[config.mk]
export PLATFORM = sky130hd
export DESIGN_NAME = cmd_decode
export DESIGN_NICKNAME = d
export VERILOG_FILES = /design/src/hw/cfu_pkg.sv /design/src/hw/cmd_decode.sv
export VERILOG_INCLUDE_DIRS = /design/src /design/src/hw
export SDC_FILE = /design/constraint.sdc
export NUM_CORES = 1
export LEC_CHECK = 0
export BUFFER_PORTS_ARGS = -buffer_cell sky130_fd_sc_hd__buf_2
export CAP_MARGIN = 40
export CORE_MARGIN = 5
export CORE_UTILIZATION = 45
export DETAILED_ROUTE_END_ITERATION = 16
export PLACE_DENSITY = 0.89
export SYNTH_ARGS = -nofsm -noshare
export SYNTH_HDL_FRONTEND = slang
export SYNTH_SLANG_ARGS = --single-unit
[constraint.sdc]
create_clock -name clk -period 7.6 [get_ports clk]
set_input_delay 1.9 -clock clk [delete_from_list [all_inputs] [get_ports clk]]
set_output_delay 1.9 -clock clk [all_outputs]
set_load 0.01 [all_outputs]
[src/hw/cfu_defines.svh]
// buffer address width, array edge, opcode field position and opcode values
`ifndef CFU_DEFINES_SVH
`define CFU_DEFINES_SVH

// 256 entries per buffer
`define CFU_BUF_ADDR_BITS 8

// edge length of the systolic array
`define CFU_ARRAY_SIZE 4

// opcode sits in function_id[9:3]
`define CFU_OP_LSB 3
`define CFU_OP_WIDTH 7

`define CFU_OP_REWIND 7'd0
`define CFU_OP_WRITE_A 7'd1
`define CFU_OP_WRITE_B 7'd2
`define CFU_OP_START 7'd3
`define CFU_OP_POLL 7'd4
`define CFU_OP_READ_C 7'd5
`define CFU_OP_OFFSET 7'd6

`endif

[src/hw/cfu_pkg.sv]
// opcode enum, buffer index, operand word, result row and command side structs
`include "cfu_defines.svh"

package cfu_pkg;

  // decoded command, op_none for anything undefined
  typedef enum logic [2:0] {
    op_rewind  = 3'd0,
    op_write_a = 3'd1,
    op_write_b = 3'd2,
    op_start   = 3'd3,
    op_poll    = 3'd4,
    op_read_c  = 3'd5,
    op_offset  = 3'd6,
    op_none    = 3'd7
  } cfu_op_t;

  typedef logic [`CFU_BUF_ADDR_BITS-1:0] buf_index_t;

  // ascending range puts lane 0 in the top byte
  typedef logic [0:`CFU_ARRAY_SIZE-1][7:0] operand_word_t;

  // lane 0 in the top word, read out first
  typedef logic [0:`CFU_ARRAY_SIZE-1][31:0] result_row_t;

  typedef struct packed {
    logic [7:0]        k_len;
    logic [7:0]        m_len;
    logic [7:0]        n_len;
    logic signed [8:0] offset;
  } matmul_cfg_t;

  typedef struct packed {
    logic          en;
    buf_index_t    index;
    operand_word_t data;
  } buf_write_t;

  typedef struct packed {
    logic        en;
    buf_index_t  index;
    result_row_t row;
  } result_write_t;

endpackage

[src/hw/cmd_decode.sv]
// command handshake, opcode decode, load pointers and matmul configuration
`include "cfu_defines.svh"

module cmd_decode (
  input  logic                 clk,
  input  logic                 reset,
  input  logic                 cmd_valid,
  output logic                 cmd_ready,
  input  logic [9:0]           cmd_function_id,
  input  logic [31:0]          cmd_inputs_0,
  input  logic [31:0]          cmd_inputs_1,
  output logic                 rsp_valid,
  input  logic                 rsp_ready,
  input  logic                 busy,
  output logic                 op_fire,
  output cfu_pkg::cfu_op_t     op,
  output cfu_pkg::buf_write_t  a_write,
  output cfu_pkg::buf_write_t  b_write,
  output logic                 start,
  output cfu_pkg::matmul_cfg_t cfg
);
  import cfu_pkg::*;

  typedef enum logic {st_accept, st_respond} hs_state_t;

  hs_state_t                state;
  logic [`CFU_OP_WIDTH-1:0] opcode;
  logic                     a_en;
  logic                     b_en;
  // last written entry or all ones after rewind
  buf_index_t               a_ptr;
  buf_index_t               b_ptr;
  operand_word_t            a_data;
  operand_word_t            b_data;

  assign cmd_ready = (state == st_accept);
  assign rsp_valid = (state == st_respond);
  assign op_fire   = cmd_valid && cmd_ready;
  assign opcode    = cmd_function_id[`CFU_OP_LSB +: `CFU_OP_WIDTH];

  always_comb begin
    case (opcode)
      `CFU_OP_REWIND:  op = op_rewind;
      `CFU_OP_WRITE_A: op = op_write_a;
      `CFU_OP_WRITE_B: op = op_write_b;
      `CFU_OP_START:   op = op_start;
      `CFU_OP_POLL:    op = op_poll;
      `CFU_OP_READ_C:  op = op_read_c;
      `CFU_OP_OFFSET:  op = op_offset;
      default:         op = op_none;
    endcase
  end

  always_ff @(posedge clk) begin
    if (reset) begin
      state <= st_accept;
      a_en  <= 1'b0;
      b_en  <= 1'b0;
      start <= 1'b0;
      a_ptr <= '1;
      b_ptr <= '1;
      cfg   <= '0;
    end else begin
      a_en  <= 1'b0;
      b_en  <= 1'b0;
      start <= 1'b0;
      case (state)
        st_accept:  if (op_fire) state <= st_respond;
        st_respond: if (rsp_ready) state <= st_accept;
        default:    state <= st_accept;
      endcase
      if (op_fire) begin
        case (op)
          op_rewind: begin
            a_ptr <= '1;
            b_ptr <= '1;
          end
          // buffers belong to the execute side while busy
          op_write_a: begin
            if (!busy) begin
              a_en  <= 1'b1;
              a_ptr <= a_ptr + 1'b1;
            end
          end
          op_write_b: begin
            if (!busy) begin
              b_en  <= 1'b1;
              b_ptr <= b_ptr + 1'b1;
            end
          end
          // dims packed as {8'b0, K, M, N}
          op_start: begin
            if (!busy) begin
              start     <= 1'b1;
              cfg.k_len <= cmd_inputs_0[23:16];
              cfg.m_len <= cmd_inputs_0[15:8];
              cfg.n_len <= cmd_inputs_0[7:0];
            end
          end
          op_offset: cfg.offset <= cmd_inputs_0[8:0];
          default: ;
        endcase
      end
    end
  end

  // A words come on inputs_0 and B words on inputs_1
  always_ff @(posedge clk) begin
    if (op_fire && op == op_write_a) begin
      a_data <= cmd_inputs_0;
    end
    if (op_fire && op == op_write_b) begin
      b_data <= cmd_inputs_1;
    end
  end

  assign a_write = '{en: a_en, index: a_ptr, data: a_data};
  assign b_write = '{en: b_en, index: b_ptr, data: b_data};

  // operand writes stay off the buffers while a multiply runs
  a_no_write_busy: assert property (@(posedge clk) disable iff (reset)
    (a_write.en || b_write.en) |-> !busy);

endmodule

### After elaboration in Yosys (flattened, before gate mapping)

Cells that the tools add are included.

* bits of input ports: 79
* bits in writable memories: 0
* ROM bits: 0
* memories kept: 0
* latch bits: 0
* register bits after elaboration: 117

* bitwise operators: 6
* equal/unequal tests: 12
* multipliers: 0
* shift-type cells: 0
* $lt $le $gt $ge: 0
* add/sub/neg operators: 2
* reduce and logical (&&, ||, !) cells: 14
* div/mod/pow operators: 0
* muxes and demuxes: 9

Operators with widths (number)
* 8-bit case mux with 2 select lines: 2
* 7-bit by 3-bit == test with 1-bit output (second input constant): 3
* 3-bit case mux with 7 select lines: 1
* 8-bit by 1-bit adder with 8-bit output (second input constant): 2
* 8-bit 2-to-1 mux: 2
* 7-bit by 2-bit == test with 1-bit output (second input constant): 2
* 3-bit AND reduction: 3
* 3-bit OR reduction: 3
* 7-bit by 1-bit == test with 1-bit output (second input constant): 1
* 7-bit zero test: 1
* 3-bit by 2-bit == test with 1-bit output (second input constant): 2
* 1-bit inverter: 6
* 2-bit inequality test (second input constant): 2
* 2-bit nonzero test: 2
* 3-bit by 1-bit == test with 1-bit output (second input constant): 1
* 3-bit == test (second input constant): 1
* 1-bit logical AND: 3
* 3-bit zero test: 1
* 1-bit 2-to-1 mux: 3
* 1-bit case mux with 2 select lines: 1
* 2-bit AND reduction: 1

### Longest topological paths before layout

* depth in word-level cells: 5
* depth in mapped cells: 7
* mapped depth without buffers: 5

### Worst setup path after synthesis

Ideal clock, no wire load.

* path kind: input port to flip-flop
* from: input cmd_function_id[9]
* to: register a_data, in the netlist a_write[0], enable pin
* path slack: 2.142 ns
* stages on the path: 3
* data arrival time: 4.997 ns
* cell sequence: nor4_1 > nand3_1 > nor3_1

* word-level cells in the longest chain between the ends: 4
* elaborated cells between the ends (all ways): 10
* those cells by class: 7 x eq/ne; 1 x mux; 2 x reduce/logical

Ends and longest elaborated chain
* from (decl): RTL line cmd_decode.sv:9 `input logic [9:0] cmd_function_id,`
* 7-bit by 3-bit == test with 1-bit output (tied with other cells): RTL line cmd_decode.sv:42 `case (opcode)`
* 3-bit case mux with 7 select lines *: RTL line cmd_decode.sv:42
* 3-bit by 1-bit == test with 1-bit output *: RTL line cmd_decode.sv:109 `if (op_fire && op == op_write_a) begin`
* 1-bit logical AND *: RTL line cmd_decode.sv:109
* to (signal assigned): RTL line cmd_decode.sv:110 `a_data <= cmd_inputs_0;`
* to (decl): RTL line cmd_decode.sv:33 `operand_word_t a_data;`

Mark *: on every way between the ends. The rest lies on a longest branch, timed or not.
A chain may end at the register's enable or synchronous reset.

### Final worst setup path

* from: input cmd_function_id[6]
* to: output op[2]

* word-level cells in the longest chain between the ends: 2
* elaborated cells between the ends (all ways): 8
* those cells by class: 6 x eq/ne; 1 x mux; 1 x reduce/logical

Ends and longest elaborated chain
* 7-bit by 3-bit == test with 1-bit output (tied with other cells): RTL line cmd_decode.sv:42
* 3-bit case mux with 7 select lines *: RTL line cmd_decode.sv:42
* to (decl): RTL line cmd_decode.sv:16 `output cfu_pkg::cfu_op_t op,`

Marked as above.

==> summary.txt <==
Place
  – IO Port Bufs: 197
  – Place WS: 2.510 ns
  – Dpl cells: 626
  – DP Area: 5254 um^2
  – GPL Wtd Cong: slightly above 0.8
  – Post-DP HPWL: roughly 8300 um

Yosys
  – Seq/Total Area, Yosys: 71.16%
  – Asr flop ratio synth: 0%
  – Top post-synthesis cells by count: edfxtp_1, nand2_1, dfxtp_1
  – Most frequent cell after synthesis: edfxtp_1
  – Avg Inst Size Synth: 12.63 um^2
  – Seq cells post-synth: 117
  – Main flop type after synthesis: edfxtp_1
  – Synthesized area: between 4000 and 5000 um^2
  – Synth area leader: edfxtp_1
  – Synth Instances: 332
  – Synth warnings: 0
  – Synth area leaders: edfxtp_1, dfxtp_1, nand2_1, a21oi_1, mux2i_1
  – Post-synth EDFFs: 64
  – Top cell type's share of synthesized area: 45.85%
  – Synth Net Count: 413
  – Cell variety after synth: 43

Final layout
  – Util after Layout: 64.35%
  – Fillers: 696
  – Nets: 616
  – Layout cell share with drive strength beyond 1: 44.16%
  – Syn-to-layout area delta: 40.51%
  – # diodes: 0
  – Design Area, Final: 5889 um^2
  – FF+latch area: around 3000 um^2
  – Non-Filler Instances: approximately 660
  – Multi-input gate area: around 1100 um^2

STA
  – Worst slew pin tran: 0.8995 ns
  – F_max: 209.5 MHz
  – Setup violators final: 0
  – PnR worst setup slack: 2.828 ns
  – Fin. Hold Viols: 0
  – Slew HR: 40.04%
  – Final period util: 62.80%
  – Setup TNS: 0 ns
  – Worst Clk Skew: 0.008826 ns
  – Tmin final: 4.772 ns
  – RSZ-0062 raised after global routing: no
  – Slew Limit Fails: 0

Setup path
  – Setup crit start kind: primary input
  – Max stage delay on crit path: 0.33 ns
  – Critical Path RT: 5.70 ns
  – Crit end category: output pin
  – Kind of critical path: primary input to output pin
  – Worst path most repeated cell: buf_2
  – CP cell instances: buf_2, nor4_1, clkbuf_2, nand2_1, buf_2
  – CP Max Fanout: 4
  – Worst path slowest cell: nor4_1
  – CP arrival: 2.87 ns

Status
  – Status: finished, final reports clean

Route
  – Drt total wl: 11620 um
  – DR vias/cell: 5.225
  – Initial DRC count: 258
  – DRC errors left: 0
  – Vias: approximately 3400
  – TritonRoute pass-1 iters: 4
  – Wire length per cell: 17.64 um
  – Post-DRT Antenna Nets: 0

Worst hold path
  – Hold crit path type: flop to flop

Global routing
  – GR Util All Layers: 20.14%
  – First-pass GRT wire length: around 17000 um
  – Congestion Overflow GR: 0
  – Number of global-route vias before repair: 3329
  – Largest net degree at the start of global routing: 42
  – Initial antenna violation count: 0

Job
  – MaxCap Viol Count: 0

Clock tree
  – Clock slew at reported path FFs: 0.06 ns
  – TritonCTS clock tree: yes
  – Hold-fix buffers, CTS: 0
  – Worst skew pair latency: around 0.50 ns
  – Total CTS buffers: 17
  – CTS root buf: clkbuf_8
  – # Post-CTS Setup Buffers: 0
  – CTS resizes: 0
  – Clk buf depth: 2
  – # clock sinks: 117
  – H-Tree Depth: 4

Pwr
  – Power per cell area: 263.9 nW/um^2
  – P_leak: 2.555 nW
  – VDD IR max: about 170 uV

Floorplanning
  – Core Box Area: ~9200 um^2
  – # IOs: 201
  – FP Rows: 35
  – Starting Density: 45.80%
  – Die span in y: 106.5 um
  – Die area: 11340 um^2
  – Die Wd: 106.5 um
## area by class of cell
| cell class | count | area share (%) |
|---|---|---|
| clock inverters | 15 | 3.675 |
| multi-input cells | 191 | 18.57 |
| flip-flops and latches | 117 | 50.65 |
| inverters | 6 | 0.3824 |
| clock buffers | 17 | 7.032 |
| repair buffers | 202 | 17.34 |
| well taps | 111 | 2.358 |
## metal layers
metal / vias to the layer above / wire [um] / global-route usage (%)
met5: - / 0 / 0
met1: 1627 / 4453 / 22.87
li1: 1611 / - / -
met4: 0 / 240 / 7.397
met3: 26 / 960 / 6.315
met2: 179 / 5968 / 35.57
## final timing paths
check             to          startpoint  cells past startpoint  slack (ns)
max            op[2]  cmd_function_id[6]                      5        2.83
min          cfg[10]             cfg[10]                      2        0.45
max reg2reg  cfg[30]           rsp_valid                      4        5.51
min reg2reg  cfg[10]             cfg[10]                      2        0.45
## critical path: cells and delay by family
kind                   cells  cell delay (ns)
buffers and inverters      3             0.53
AND/OR/NAND/NOR            2             0.44
## flip-flops by register name (all words and copies together), names as in the netlist
name	cells
rsp_valid	1
a_ptr	8
cfg	33
start	1
b_write	32
a_write	32
a_en	1
b_ptr	8
b_en	1
## per-stage QoR
step	hold WS, ns	total power [mW]
after CTS	0.4492	1.563
after detailed placement	0.4424	0.7282
after global routing	0.4656	1.606
after global placement	0.4364	0.7259
after floorplan	0.4761	0.6991
final	0.4501	1.554
## placed cells by master (no fill, tap or decap), drive strengths merged, types with 6 or more instances in the layout
cell type  netlist  routed
nor4             8       8
nand2b           6       6
clkbuf          10      18
a21oi           28      28
dfxtp           53      53
inv              6      11
nand2           58      58
edfxtp          64      64
buf              8     201
mux2i           10      10
nand3            9       9
o21ai            6       6
nor2            13      13
## report_power, final
group | switching (mW) | internal (mW)
clock | 0.297 | 0.541
combinational | 0.0262 | 0.0205
sequential | 0.00130 | 0.668
## cell families (layout without fill, tap and decap cells)
logic type	after synthesis	in the layout	synth area share (%)
fa+ha+maj	2	2	0.5969
flops	117	117	71.16
xor+xnor	4	4	0.8360
mux	10	10	2.388
buf+inv	24	240	2.925
compound gates	48	48	6.567
simple gates	127	127	15.52
Note: power is estimated with default switching activity, not from simulation.
