[config.mk]
export PLATFORM = sky130hd
export DESIGN_NAME = result_read
export DESIGN_NICKNAME = d
export VERILOG_FILES = /design/src/hw/cfu_pkg.sv /design/src/hw/result_read.sv
export VERILOG_INCLUDE_DIRS = /design/src /design/src/hw
export SDC_FILE = /design/constraint.sdc
export NUM_CORES = 1
export LEC_CHECK = 0
export ABC_CLOCK_PERIOD_IN_PS = 2050
export BUFFER_PORTS_ARGS = -buffer_cell sky130_fd_sc_hd__buf_4
export CORE_MARGIN = 2
export CORE_UTILIZATION = 41
export DETAILED_ROUTE_END_ITERATION = 8
export PLACE_DENSITY = 0.91
export SKIP_CTS_REPAIR_TIMING = 1
export SYNTH_ARGS = -nofsm -noshare
export SYNTH_HDL_FRONTEND = slang
export SYNTH_SLANG_ARGS = --single-unit
[constraint.sdc]
create_clock -name clk -period 2.05 [get_ports clk]
set_input_delay 0 -clock clk [delete_from_list [all_inputs] [get_ports clk]]
set_output_delay 0 -clock clk [all_outputs]
set_load 0.01 [all_outputs]
[src/hw/cfu_defines.svh]
// buffer address width, array edge, opcode field position and opcode values
`ifndef CFU_DEFINES_SVH
`define CFU_DEFINES_SVH

// 256 entries per buffer
`define CFU_BUF_ADDR_BITS 8

// edge length of the systolic array
`define CFU_ARRAY_SIZE 4

// opcode sits in function_id[9:3]
`define CFU_OP_LSB 3
`define CFU_OP_WIDTH 7

`define CFU_OP_REWIND 7'd0
`define CFU_OP_WRITE_A 7'd1
`define CFU_OP_WRITE_B 7'd2
`define CFU_OP_START 7'd3
`define CFU_OP_POLL 7'd4
`define CFU_OP_READ_C 7'd5
`define CFU_OP_OFFSET 7'd6

`endif

[src/hw/cfu_pkg.sv]
// opcode enum, buffer index, operand word, result row and command side structs
`include "cfu_defines.svh"

package cfu_pkg;

  // decoded command, op_none for anything undefined
  typedef enum logic [2:0] {
    op_rewind  = 3'd0,
    op_write_a = 3'd1,
    op_write_b = 3'd2,
    op_start   = 3'd3,
    op_poll    = 3'd4,
    op_read_c  = 3'd5,
    op_offset  = 3'd6,
    op_none    = 3'd7
  } cfu_op_t;

  typedef logic [`CFU_BUF_ADDR_BITS-1:0] buf_index_t;

  // ascending range puts lane 0 in the top byte
  typedef logic [0:`CFU_ARRAY_SIZE-1][7:0] operand_word_t;

  // lane 0 in the top word, read out first
  typedef logic [0:`CFU_ARRAY_SIZE-1][31:0] result_row_t;

  typedef struct packed {
    logic [7:0]        k_len;
    logic [7:0]        m_len;
    logic [7:0]        n_len;
    logic signed [8:0] offset;
  } matmul_cfg_t;

  typedef struct packed {
    logic          en;
    buf_index_t    index;
    operand_word_t data;
  } buf_write_t;

  typedef struct packed {
    logic        en;
    buf_index_t  index;
    result_row_t row;
  } result_write_t;

endpackage

[src/hw/result_read.sv]
// response word select, C readout pointer and lane counter
`include "cfu_defines.svh"

module result_read (
  input  logic                 clk,
  input  logic                 reset,
  input  logic                 op_fire,
  input  cfu_pkg::cfu_op_t     op,
  input  logic                 busy,
  output cfu_pkg::buf_index_t  c_rd_index,
  input  cfu_pkg::result_row_t c_rd_data,
  output logic [31:0]          rsp_outputs_0
);
  import cfu_pkg::*;

  localparam int lane_bits = $clog2(`CFU_ARRAY_SIZE);

  buf_index_t           c_ptr;
  logic [lane_bits-1:0] lane;

  // row for c_ptr settles a cycle after the pointer moves
  assign c_rd_index = c_ptr;

  always_ff @(posedge clk) begin
    if (reset) begin
      c_ptr <= '0;
      lane  <= '0;
    end else if (op_fire) begin
      case (op)
        // idle poll rewinds the readout
        op_poll: begin
          if (!busy) begin
            c_ptr <= '0;
            lane  <= '0;
          end
        end
        op_read_c: begin
          lane <= lane + 1'b1;
          if (lane == lane_bits'(`CFU_ARRAY_SIZE - 1)) begin
            c_ptr <= c_ptr + 1'b1;
          end
        end
        default: ;
      endcase
    end
  end

  // captured on the accepting edge, held through the response
  always_ff @(posedge clk) begin
    if (op_fire) begin
      case (op)
        op_poll:   rsp_outputs_0 <= {31'd0, busy};
        op_read_c: rsp_outputs_0 <= c_rd_data[lane];
        default:   rsp_outputs_0 <= '0;
      endcase
    end
  end

endmodule

Word-level counts from Yosys, hierarchy flattened. Cells that the tools add are included.

Bits in registers: 42. Output and inout port bits: 40.

Add/sub/neg operators: 2. $lt $le $gt $ge: 1. Equal/unequal tests: 5. Mux-type cells: 9. Bitwise gates (word level): 1. Reductions and logical operators: 3.

Operators by type and width (number): binary-select mux 32 bit (select 2 bit) (1); 2-to-1 mux 32 bit (2); one-hot mux 32 bit (2 select lines) (1); 2-to-1 mux 8 bit (2); one-hot mux 8 bit (2 select lines) (1); adder 8 x 1 -> 8 bit (second input constant) (1); == test 3 bit (second input constant) (2); != test 2 bit (second input constant) (2); one-hot mux 2 bit (2 select lines) (1); AND reduction 4 bit (1); greater-or-equal comparator 3 bit (second input constant) (1); NOT 2 -> 3 bit (1); AND reduction 3 bit (1); adder 2 x 1 -> 2 bit (second input constant) (1); == test 2 bit (second input constant) (1); 2-to-1 mux 2 bit (1); nonzero test 2 bit (1).

Depth between registers and ports, before layout. Gate-level depths: netlist of run 1.

Depth in word-level cells: 5. Mapped depth: 5.

Least setup slack after synthesis of run 1. No wires, ideal clock.

Path type: reg2reg. Start point: reg lane[0]. End point: reg rsp_outputs_0[24] (data pin). Setup time: 0.266 ns. Arrival: 1.448 ns. Setup slack: 0.335 ns. Stages on the path, launching flop included: 5. Path buffers: 2. Period minus slack after synthesis: 1.715 ns. Cell sequence: dfxtp_1 > buf_2 > buf_2 > mux4_2 > nor2b_1.

Longest elaborated chain between the ends: 5.

RTL lines: from (decl) (RTL line result_read.sv:19) `logic [lane_bits-1:0] lane;`; from (signal assigned) (RTL line result_read.sv:38) `lane <= lane + 1'b1;`; NOT 2 -> 3 bit (implied by the code) (RTL line result_read.sv:53) `op_read_c: rsp_outputs_0 <= c_rd_data[lane];`; binary-select mux 32 bit (select 2 bit) (RTL line result_read.sv:53); 2-to-1 mux 32 bit (implied by the code) (2 in series) (RTL line result_read.sv:53); one-hot mux 32 bit (2 select lines) (RTL line result_read.sv:51) `case (op)`; to (signal assigned) (RTL line result_read.sv:52) `op_poll: rsp_outputs_0 <= {31'd0, busy};`; to (signal assigned) (RTL line result_read.sv:53); to (decl) (RTL line result_read.sv:12) `output logic [31:0] rsp_outputs_0`.

No other way between the ends. The select of a mux whose other input is x is not followed. A chain may end at the register's enable or synchronous reset.

Worst setup path in the final report of run 1.
Start point: reg lane[0]. End point: reg c_ptr[7] (netlist: c_rd_index[7]).

Longest elaborated chain between the ends: 3.

RTL lines: == test 2 bit (RTL line result_read.sv:39) `` if (lane == lane_bits'(`CFU_ARRAY_SIZE - 1)) begin ``; != test 2 bit (no line); AND reduction 4 bit (no line); to (signal assigned) (RTL line result_read.sv:40) `c_ptr <= c_ptr + 1'b1;`; to (decl) (RTL line result_read.sv:18) `buf_index_t c_ptr;`.

No other way between the ends.

==> impl_metrics.env, run 1 <==
export IMPL_status="completed"
export IMPL_worst_pin_slew_ns=0.617
export IMPL_port_buffers=174
export IMPL_coreArea_sq_um=5890
export IMPL_seq_area_frac_synth=0.469
export IMPL_setup_tns_ns=0
export IMPL_p_int_uw=1440
export IMPL_endpoint_kind="register"
export IMPL_overflow=0
export IMPL_gp_congestion=0.793
export IMPL_cap_violations=0
export IMPL_max_slew_margin=0.586
export IMPL_drtPass1Iterations=4
export IMPL_power_frac_comb=0.203
export IMPL_dpl_cell_area_sq_um=3880
export IMPL_wl_um=7350
export IMPL_cts_buffers=5
export IMPL_cts_root_buffer_cell="clkbuf_8"
export IMPL_synth_seq_cells=42
export IMPL_final_util=0.677
export IMPL_cts_max_level=2
export IMPL_clock_path_buffers=2
export IMPL_fmax_mhz=572
export IMPL_dp_slack_ns=0.315
export IMPL_synth_warnings=0
export IMPL_std_cell_rows=28
export IMPL_holdCritPathClass="in -> reg"
export IMPL_pwr_share_clk=0.275
export IMPL_grt_setup_unrepaired="no"
export IMPL_grt_max_degree=34
export IMPL_grt_total_usage=0.207
export IMPL_initial_core_util=0.421
export IMPL_drv_slew=0
export IMPL_ant_nets=0
export IMPL_syn_inst=178
export IMPL_drive_above_1_share=0.623
export IMPL_netSwitchingFraction=0.211
export IMPL_drt_iter0_drc=120
export IMPL_hold_viol_final=0
export IMPL_antenna_found_initial=0
export IMPL_worstSkewPairLatency_ns=0.28
export IMPL_fp_dieW_um=81.7
export IMPL_min_path_cells=2
export IMPL_ys_types=26
export IMPL_cp_required_ns=2.27
export IMPL_grt_pass1_wl_um=10200
export IMPL_worst_slack_ns=0.303
export IMPL_cp_data_arrival_time_ns=1.97
export IMPL_wl_per_cell_um=17.1
export IMPL_io_pins=175
export IMPL_die_y_um=81.7
export IMPL_diodes=0
export IMPL_path_clk_slew_ns=0.08
export IMPL_p_leak_uw=0.00170
export IMPL_layout_nets=491
export IMPL_syn_area_sq_um=2480
export IMPL_hpwl_um=5920
export IMPL_num_vias=2242
export IMPL_worstSetupStartpointType="register"
export IMPL_first_global_vias=2242
export IMPL_drc_errors=0
export IMPL_worst_ir_drop_vdd_uv=301
export IMPL_area_delta_synth_final_pct=60.9
export IMPL_viasPerCell=5.21
export IMPL_p_switching_uw=385
export IMPL_finalClockSkew_ns=0.00685
export IMPL_hold_worst_slack_ns=0.103
export IMPL_r2r_cells=5
export IMPL_crit_fanout=10
export IMPL_setup_violations=0
export IMPL_syn_avg_cell_area_sq_um=13.9
export IMPL_power_per_cell_area_nw_per_um2=457
export IMPL_path_class="reg -> reg"
export IMPL_min_period_ns=1.75
export IMPL_fin_crit_sh=0.852
export IMPL_cts_tree="built"
export IMPL_power_frac_seq=0.522
export IMPL_synth_fp_nets=315
export IMPL_cts_sinks=42
export IMPL_die_area_sq_um=6680
export IMPL_finish_instance_area_sq_um=3990
metal layers:
metal	wire [um]	up-vias	track usage
met1	2460	1087	0.220
li1	-	1045	-
met2	4190	104	0.404
met3	621	6	0.0429
met5	0	-	0
met4	83	0	0.0683
cell usage in the layout, fill, tap and decap left out:
master | synthesis | layout
clkinv_1 | 0 | 1
clkbuf_8 | 0 | 5
nand2_1 | 5 | 5
clkbuf_1 | 9 | 1
nand3_1 | 2 | 2
nor3_1 | 2 | 2
a21oi_1 | 4 | 4
dlygate4sd3_1 | 0 | 2
nor3b_1 | 1 | 1
buf_4 | 0 | 180
or4_1 | 1 | 1
dfxtp_2 | 0 | 1
nor2_1 | 5 | 5
o21ai_0 | 11 | 11
mux2i_1 | 2 | 2
clkinv_2 | 0 | 1
a31oi_1 | 4 | 4
or3_1 | 1 | 1
nor2b_1 | 36 | 36
edfxtp_1 | 32 | 32
or2_0 | 1 | 1
nand3b_1 | 2 | 2
inv_1 | 3 | 3
dfxtp_1 | 10 | 9
or3_2 | 1 | 1
ha_1 | 2 | 2
buf_12 | 0 | 1
nand4_1 | 2 | 2
mux4_2 | 32 | 32
nand2b_1 | 1 | 1
a21o_1 | 2 | 2
and3_1 | 2 | 2
synthesized netlist by cell type:
master / count / share of area
nand3_1: 2 / 0.0040
clkbuf_1: 9 / 0.014
nand2_1: 5 / 0.0076
nor2b_1: 36 / 0.091
or3_1: 1 / 0.0025
o21ai_0: 11 / 0.022
ha_1: 2 / 0.010
nor2_1: 5 / 0.0076
nand4_1: 2 / 0.0051
or3_2: 1 / 0.0030
a21o_1: 2 / 0.0061
and3_1: 2 / 0.0051
a31oi_1: 4 / 0.010
inv_1: 3 / 0.0045
nand3b_1: 2 / 0.0061
nor3b_1: 1 / 0.0030
buf_2: 5 / 0.010
dfxtp_1: 10 / 0.081
edfxtp_1: 32 / 0.39
mux2i_1: 2 / 0.0081
nand2b_1: 1 / 0.0025
or4_1: 1 / 0.0030
mux4_2: 32 / 0.29
nor3_1: 2 / 0.0040
a21oi_1: 4 / 0.0081
or2_0: 1 / 0.0025
path summary, 6_finish.rpt:
path,endpoint,start,slack (ns)
setup / recovery,c_rd_index[7],lane[0],0.30
hold / removal,rsp_outputs_0[0],op[2],0.10
setup reg to reg,c_rd_index[7],lane[0],0.30
hold reg to reg,c_rd_index[1],c_rd_index[1],0.50
cells by family (layout without fill, tap and decap cells):
group	after synthesis	count (layout)	share of synthesized area
and+or+nand+nor	62	62	0.147
muxes	34	34	0.299
buffers and inverters	17	194	0.0283
AOI/OAI and AO/OA	21	21	0.0465
adders and majority gates	2	2	0.0101
DFF	42	42	0.469
registers in the layout, summed over array words and instances, names as in the netlist:
name           count
c_rd_index         8
lane               2
rsp_outputs_0     32
through the flow:
step                total power (uW)  instances
global route                    1900        430
global placement                1330        420
detailed placement              1340        420
finish                          1820        430
floorplan                       1070        178
CTS                             1830        428
power groups by stage:
stage	clock network, uW	logic [uW]	registers, uW
2_1_floorplan	0	89.0	982
3_3_place_gp	0	358	967
3_5_place_dp	0	368	969
4_1_cts	512	369	950
5_1_grt	549	394	953
6_report	501	370	950
area by class of cell:
| cell class | count | area [sq um] |
|---|---|---|
| Inverter | 3 | 11.3 |
| Clock inverter | 2 | 8.76 |
| Fill cell | 443 | 1900 |
| Multi-Input combinational cell | 119 | 1240 |
| Sequential cell | 42 | 1160 |
| Clock buffer | 6 | 72.6 |
| Timing Repair Buffer | 183 | 1390 |
| Tap cell | 75 | 93.8 |
critical path: stages (launching register included):
cell	delay, ns
dfxtp_2	0.50
ha_1	0.20
nand2_1	0.09
a21o_1	0.25
or4_1	0.50
a21oi_1	0.15
(Power assumes the default switching activity.)
==> run 2: changes to the inputs <==
==> constraint.sdc (replaced) <==
create_clock -name clk -period 2.05 [get_ports clk]
set_input_delay 0.205 -clock clk [delete_from_list [all_inputs] [get_ports clk]]
set_output_delay 0.205 -clock clk [all_outputs]
set_load 0.01 [all_outputs]
==> run 2 against run 1 <==
Core utilization is essentially flat. Maximum frequency up 6.7%. Cell area about the same. Global-route usage increased by 0.37 points. Clock skew increased by 0.00074 ns. Power grew 7.8%. Critical path type unchanged.
==> impl_metrics.env, run 2 (same netlist as run 1, synthesis figures left out) <==
export IMPL_finalClockSkew_ns=0.00759
export IMPL_worst_ir_drop_vdd_uv=274
export IMPL_hpwl_um=5930
export IMPL_holdCritStartpoint="reset"
export IMPL_worstSetupStartpointType="register"
export IMPL_path_clk_slew_ns=0.08
export IMPL_fillerInstances=433
export IMPL_cp_data_arrival_time_ns=1.86
export IMPL_cp_num_buf_inv=0
export IMPL_area_delta_synth_final_pct=61.0
export IMPL_power_uw=1960
export IMPL_setup_tns_ns=0
export IMPL_io_pins=175
export IMPL_power_per_cell_area_nw_per_um2=492
export IMPL_fp_dieW_um=81.7
export IMPL_ant_nets=0
export IMPL_wl_per_cell_um=17.4
export IMPL_seqCellArea_sq_um=1160
export IMPL_drc_errors=0
export IMPL_dpl_cell_area_sq_um=3880
export IMPL_coreArea_sq_um=5890
export IMPL_multi_input_area_sq_um=1240
export IMPL_worstSkewPairLatency_ns=0.29
export IMPL_largest_reg_flops=32
export IMPL_grt_total_usage=0.211
export IMPL_wl_um=7420
export IMPL_finish_instance_area_sq_um=3990
export IMPL_drt_iter0_drc=81
export IMPL_drv_slew=0
export IMPL_gp_congestion=0.812
export IMPL_min_path_cells=2
export IMPL_cp_required_ns=2.27
export IMPL_fin_crit_sh=0.799
export IMPL_r2r_cells=5
export IMPL_crit_path_cell_trace="ha_1, nand2_1, a21o_1, or4_1, a21oi_1"
export IMPL_layout_commonest_cell="buf_4"
export IMPL_port_buffers=174
export IMPL_regMostFlops="rsp_outputs_0"
export IMPL_cp_top_family="simple AND/OR/NAND/NOR gates"
export IMPL_p_leak_uw=0.00169
export IMPL_first_global_vias=2199
export IMPL_endpoint_kind="register"
export IMPL_layout_nets=488
export IMPL_die_area_sq_um=6680
export IMPL_min_period_ns=1.64
export IMPL_r2r_end="c_rd_index[7]"
export IMPL_rrSetupSlack_ns=0.41
export IMPL_max_slew_margin=0.631
export IMPL_worst_pin_slew_ns=0.549
export IMPL_overflow=0
export IMPL_drtPass1Iterations=4
export IMPL_min_to="lane[0]"
export IMPL_viasPerCell=5.17
export IMPL_cts_sinks=42
export IMPL_status="completed"
export IMPL_clock_path_buffers=2
export IMPL_antenna_found_initial=0
export IMPL_cts_buffers=5
export IMPL_cts_tree="built"
export IMPL_num_vias=2206
export IMPL_path_class="reg -> reg"
export IMPL_grt_setup_unrepaired="no"
export IMPL_layout_cells_non_filler=427
export IMPL_slowest_stage="or4_1"
export IMPL_grt_max_degree=34
export IMPL_cpPeakStageDelay_ns=0.51
export IMPL_crit_fanout=10
export IMPL_cap_violations=0
export IMPL_grt_pass1_wl_um=10500
export IMPL_dp_cells=419
export IMPL_setup_violations=0
export IMPL_die_y_um=81.7
export IMPL_final_util=0.677
export IMPL_cts_root_buffer_cell="clkbuf_8"
export IMPL_hold_viol_final=0
export IMPL_mostFrequentLayoutCells="buf_4 (179), nor2b_1 (36), mux4_2 (32), edfxtp_1 (32), o21ai_0 (11)"
export IMPL_diodes=0
export IMPL_cts_max_level=2
export IMPL_std_cell_rows=28
export IMPL_drive_above_1_share=0.628
export IMPL_holdCritPathClass="in -> reg"
export IMPL_r2r_start="lane[0]"
export IMPL_initial_core_util=0.421
export IMPL_fmax_mhz=611
-- run 2: cell types whose count changed in the layout (fill, tap and decap cells not counted), sizes merged --
cell	change
clkinv	-2
buf	-1
bufinv	+1
clkinvlp	+1
dlygate4sd3	-2
-- run 2: worst reg2reg max path: cells and delay by family (launching register included) --
kind	cells	cell delay (ns)
AO/OA/AOI/OAI	2	0.43
adder cells (fa/ha/maj)	1	0.16
flip-flops	1	0.37
AND/OR/NAND/NOR	2	0.60
-- run 2: how the worst max path moves through the flow --
stage,startpoint,endpoint,slack [ns],cells after the start
5_1_grt,lane[0],c_rd_index[7],0.38,5
2_1_floorplan,lane[0],rsp_outputs_0[24],0.34,4
6_report,lane[0],c_rd_index[7],0.41,5
4_1_cts,lane[0],c_rd_index[7],0.42,5
3_5_place_dp,lane[0],rsp_outputs_0[22],0.47,3
3_3_place_gp,lane[0],rsp_outputs_0[30],0.53,3
-- run 2: metrics by stage --
stage          worst slack (ns)  hold slack (ns)
2_1_floorplan             0.335            0.317
5_1_grt                   0.379            0.159
3_3_place_gp              0.525            0.458
3_5_place_dp              0.467            0.462
6_report                  0.413            0.161
4_1_cts                   0.423            0.148
-- run 2: layout make-up --
type	instances	share of cell area
repair buffers	180	0.342
multi-input cells	119	0.312
flip-flops and latches	42	0.292
well taps	75	0.0235
clock buffers	6	0.0182
clock inverters	2	0.00942
inverters	3	0.00282
-- run 2: where the power goes --
group	total (uW)	internal [uW]	switching, uW
Combinational	368	257	111
Clock	646	363	282
Sequential	949	941	7.45
-- run 2: routing by layer --
layer / wire, um / share of wire / vias up / GRT usage
met1: 2480 / 0.33 / 1040 / 0.239
met2: 4150 / 0.56 / 122 / 0.401
met5: 0 / 0 / - / 0
met4: 81 / 0.011 / 0 / 0.0650
met3: 710 / 0.096 / 7 / 0.0374
li1: - / - / 1037 / -
==> run 3: changes to the inputs <==
- ABC_AREA: default -> 1
- ABC_CLOCK_PERIOD_IN_PS: 2050 -> 1400
- CORE_UTILIZATION: 41 -> 39
- PLACE_DENSITY: 0.91 -> 0.89
- clock period: 2.05 -> 1.4 ns (I/O delays scaled with it)
==> run 3 against run 2 <==
Synthesized cell count grew 110%. Power grew 54%. Setup slack got worse by 0.30 ns. Critical path type unchanged. Critical endpoint is now c_rd_index[0]. Largest power group unchanged.
==> impl_metrics.env, run 3 <==
export IMPL_seq_area_frac_synth=0.433
export IMPL_synth_area_leaders="edfxtp_1 (36%), nor2_1 (19%), a21oi_1 (7.7%), dfxtp_1 (7.5%), o21ai_0 (6.2%)"
export IMPL_worstSkewPairLatency_ns=0.28
export IMPL_ant_nets=0
export IMPL_cap_violations=0
export IMPL_synth_warnings=0
export IMPL_syn_inst=380
export IMPL_worst_pin_slew_ns=0.290
export IMPL_path_clk_slew_ns=0.08
export IMPL_syn_avg_cell_area_sq_um=7.05
export IMPL_holdCritStartpoint="reset"
export IMPL_hold_worst_slack_ns=0.0424
export IMPL_p_leak_uw=0.00196
export IMPL_slowest_stage="dfxtp_2"
export IMPL_largest_reg_flops=32
export IMPL_rrSetupSlack_ns=0.11
export IMPL_area_delta_synth_final_pct=56.4
export IMPL_hold_viol_final=0
export IMPL_die_area_sq_um=7550
export IMPL_fmax_mhz=775
export IMPL_grt_max_degree=32
export IMPL_netSwitchingFraction=0.235
export IMPL_endpoint_kind="register"
export IMPL_r2r_end="c_rd_index[0]"
export IMPL_grt_total_usage=0.222
export IMPL_overflow=0
export IMPL_antenna_found_initial=0
export IMPL_multi_input_area_sq_um=1320
export IMPL_seqCellArea_sq_um=1160
export IMPL_path_class="reg -> reg"
export IMPL_synth_most_common_cell="nor2_1"
export IMPL_r2r_cells=6
export IMPL_clock_path_buffers=2
export IMPL_die_y_um=86.9
export IMPL_synth_top_area_cell="edfxtp_1"
export IMPL_power_frac_seq=0.467
export IMPL_port_buffers=174
export IMPL_fillerInstances=587
export IMPL_drtPass1Iterations=4
export IMPL_min_period_ns=1.29
export IMPL_std_cell_rows=30
export IMPL_yosys_most_used_dff="edfxtp_1"
export IMPL_finalClockSkew_ns=0.00627
export IMPL_ys_types=24
export IMPL_viasPerCell=5.15
export IMPL_p_switching_uw=708
export IMPL_layout_nets=687
export IMPL_regMostFlops="rsp_outputs_0"
export IMPL_wl_um=8780
export IMPL_max_slew_margin=0.806
export IMPL_setup_violations=0
export IMPL_drv_slew=0
export IMPL_cts_buffers=5
export IMPL_synth_edf_count=32
export IMPL_drive_above_1_share=0.363
export IMPL_power_per_cell_area_nw_per_um2=721
export IMPL_final_util=0.623
export IMPL_io_pins=175
export IMPL_gp_congestion=0.810
export IMPL_holdCritPathClass="in -> reg"
export IMPL_syn_area_sq_um=2680
export IMPL_r2r_start="lane[0]"
export IMPL_cts_root_buffer_cell="clkbuf_8"
export IMPL_diodes=0
export IMPL_synth_fp_nets=517
export IMPL_min_path_cells=2
export IMPL_synth_seq_cells=42
export IMPL_worst_ir_drop_vdd_uv=397
export IMPL_synth_top_cells_by_count="nor2_1 (137), a21oi_1 (41), nand2_1 (34)"
export IMPL_grt_pass1_wl_um=13400
export IMPL_status="completed"
export IMPL_initial_core_util=0.399
export IMPL_crit_fanout=7
export IMPL_hpwl_um=6740
export IMPL_fp_dieW_um=86.9
export IMPL_pwr_share_clk=0.309
export IMPL_cts_sinks=42
export IMPL_setup_tns_ns=0
export IMPL_crit_path_cell_trace="ha_1, inv_1, a21oi_1, nand3_2, a21oi_1, nor2_1"
export IMPL_drt_iter0_drc=121
export IMPL_layout_commonest_cell="buf_4"
export IMPL_fin_crit_sh=0.922
export IMPL_cts_tree="built"
export IMPL_cpPeakStageDelay_ns=0.39
export IMPL_synthArstFlopShare=0
export IMPL_drc_errors=0
export IMPL_min_to="c_rd_index[4]"
export IMPL_worstSetupStartpointType="register"
export IMPL_power_uw=3020
export IMPL_p_int_uw=2310
export IMPL_first_global_vias=3069
export IMPL_mostFrequentLayoutCells="buf_4 (183), nor2_1 (137), a21oi_1 (41)"
export IMPL_cp_data_arrival_time_ns=1.48
export IMPL_cp_required_ns=1.58
export IMPL_power_frac_comb=0.224
export IMPL_num_vias=3250
export IMPL_synth_top_cell_area_share=0.359
export IMPL_wl_per_cell_um=13.9
export IMPL_timing_critical_path_mode_cell="a21oi_1"
export IMPL_coreArea_sq_um=6720
export IMPL_cts_max_level=2
run 3: area by class of cell:
cell class,instances,area share
tap,80,0.0239
sequential,42,0.277
clock buffer,7,0.0182
timing repair buffer,187,0.345
inverter,15,0.0134
multi-input combinational,299,0.315
clock inverter,1,0.00717
run 3: worst max path at each step:
| stage | startpoint | end |
|---|---|---|
| 2_1_floorplan | lane[1] | rsp_outputs_0[0] |
| 3_3_place_gp | lane[1] | c_rd_index[1] |
| 3_5_place_dp | lane[1] | c_rd_index[0] |
| 4_1_cts | lane[1] | c_rd_index[0] |
| 5_1_grt | lane[1] | c_rd_index[0] |
| 6_report | lane[0] | c_rd_index[0] |
run 3: stage by stage:
step / setup WS [ns] / instance area [sq um] / instances
after floorplan: 0.199 / 2680 / 380
after global placement: 0.179 / 4070 / 623
after detailed placement: 0.117 / 4070 / 623
after CTS: 0.111 / 4180 / 631
after global routing: -0.00155 / 4190 / 631
final: 0.109 / 4190 / 631
run 3: cells by family after synthesis:
kind of cell / count (synthesis) / synth area share
adders and majority gates: 2 / 0.00934
buffers and inverters: 39 / 0.0761
AOI/OAI and AO/OA: 107 / 0.201
DFF: 42 / 0.433
and+or+nand+nor: 190 / 0.280
run 3: worst max-delay path, delay by kind of cell, from the launching register on:
| kind | cells | cell delay, ns |
|---|---|---|
| AO/OA/AOI/OAI | 2 | 0.35 |
| adder cells (fa/ha/maj) | 1 | 0.18 |
| buffers and inverters | 1 | 0.04 |
| flip-flops | 1 | 0.39 |
| AND/OR/NAND/NOR | 2 | 0.23 |
run 3: power by group through the flow:
| stage | Sequential, uW | Combinational (uW) | Clock (uW) |
|---|---|---|---|
| after CTS | 1410 | 675 | 970 |
| after global placement | 1440 | 659 | 0 |
| after detailed placement | 1440 | 673 | 0 |
| after floorplan | 1460 | 215 | 0 |
| final | 1410 | 675 | 934 |
| after global routing | 1410 | 741 | 1030 |
run 3: routing by layer:
layer / GRT usage / up-vias / routed length [um]
met5: 0 / - / 0
met4: 0.0682 / 0 / 221
met3: 0.0360 / 18 / 587
met2: 0.421 / 172 / 4690
met1: 0.251 / 1458 / 3280
li1: - / 1602 / -
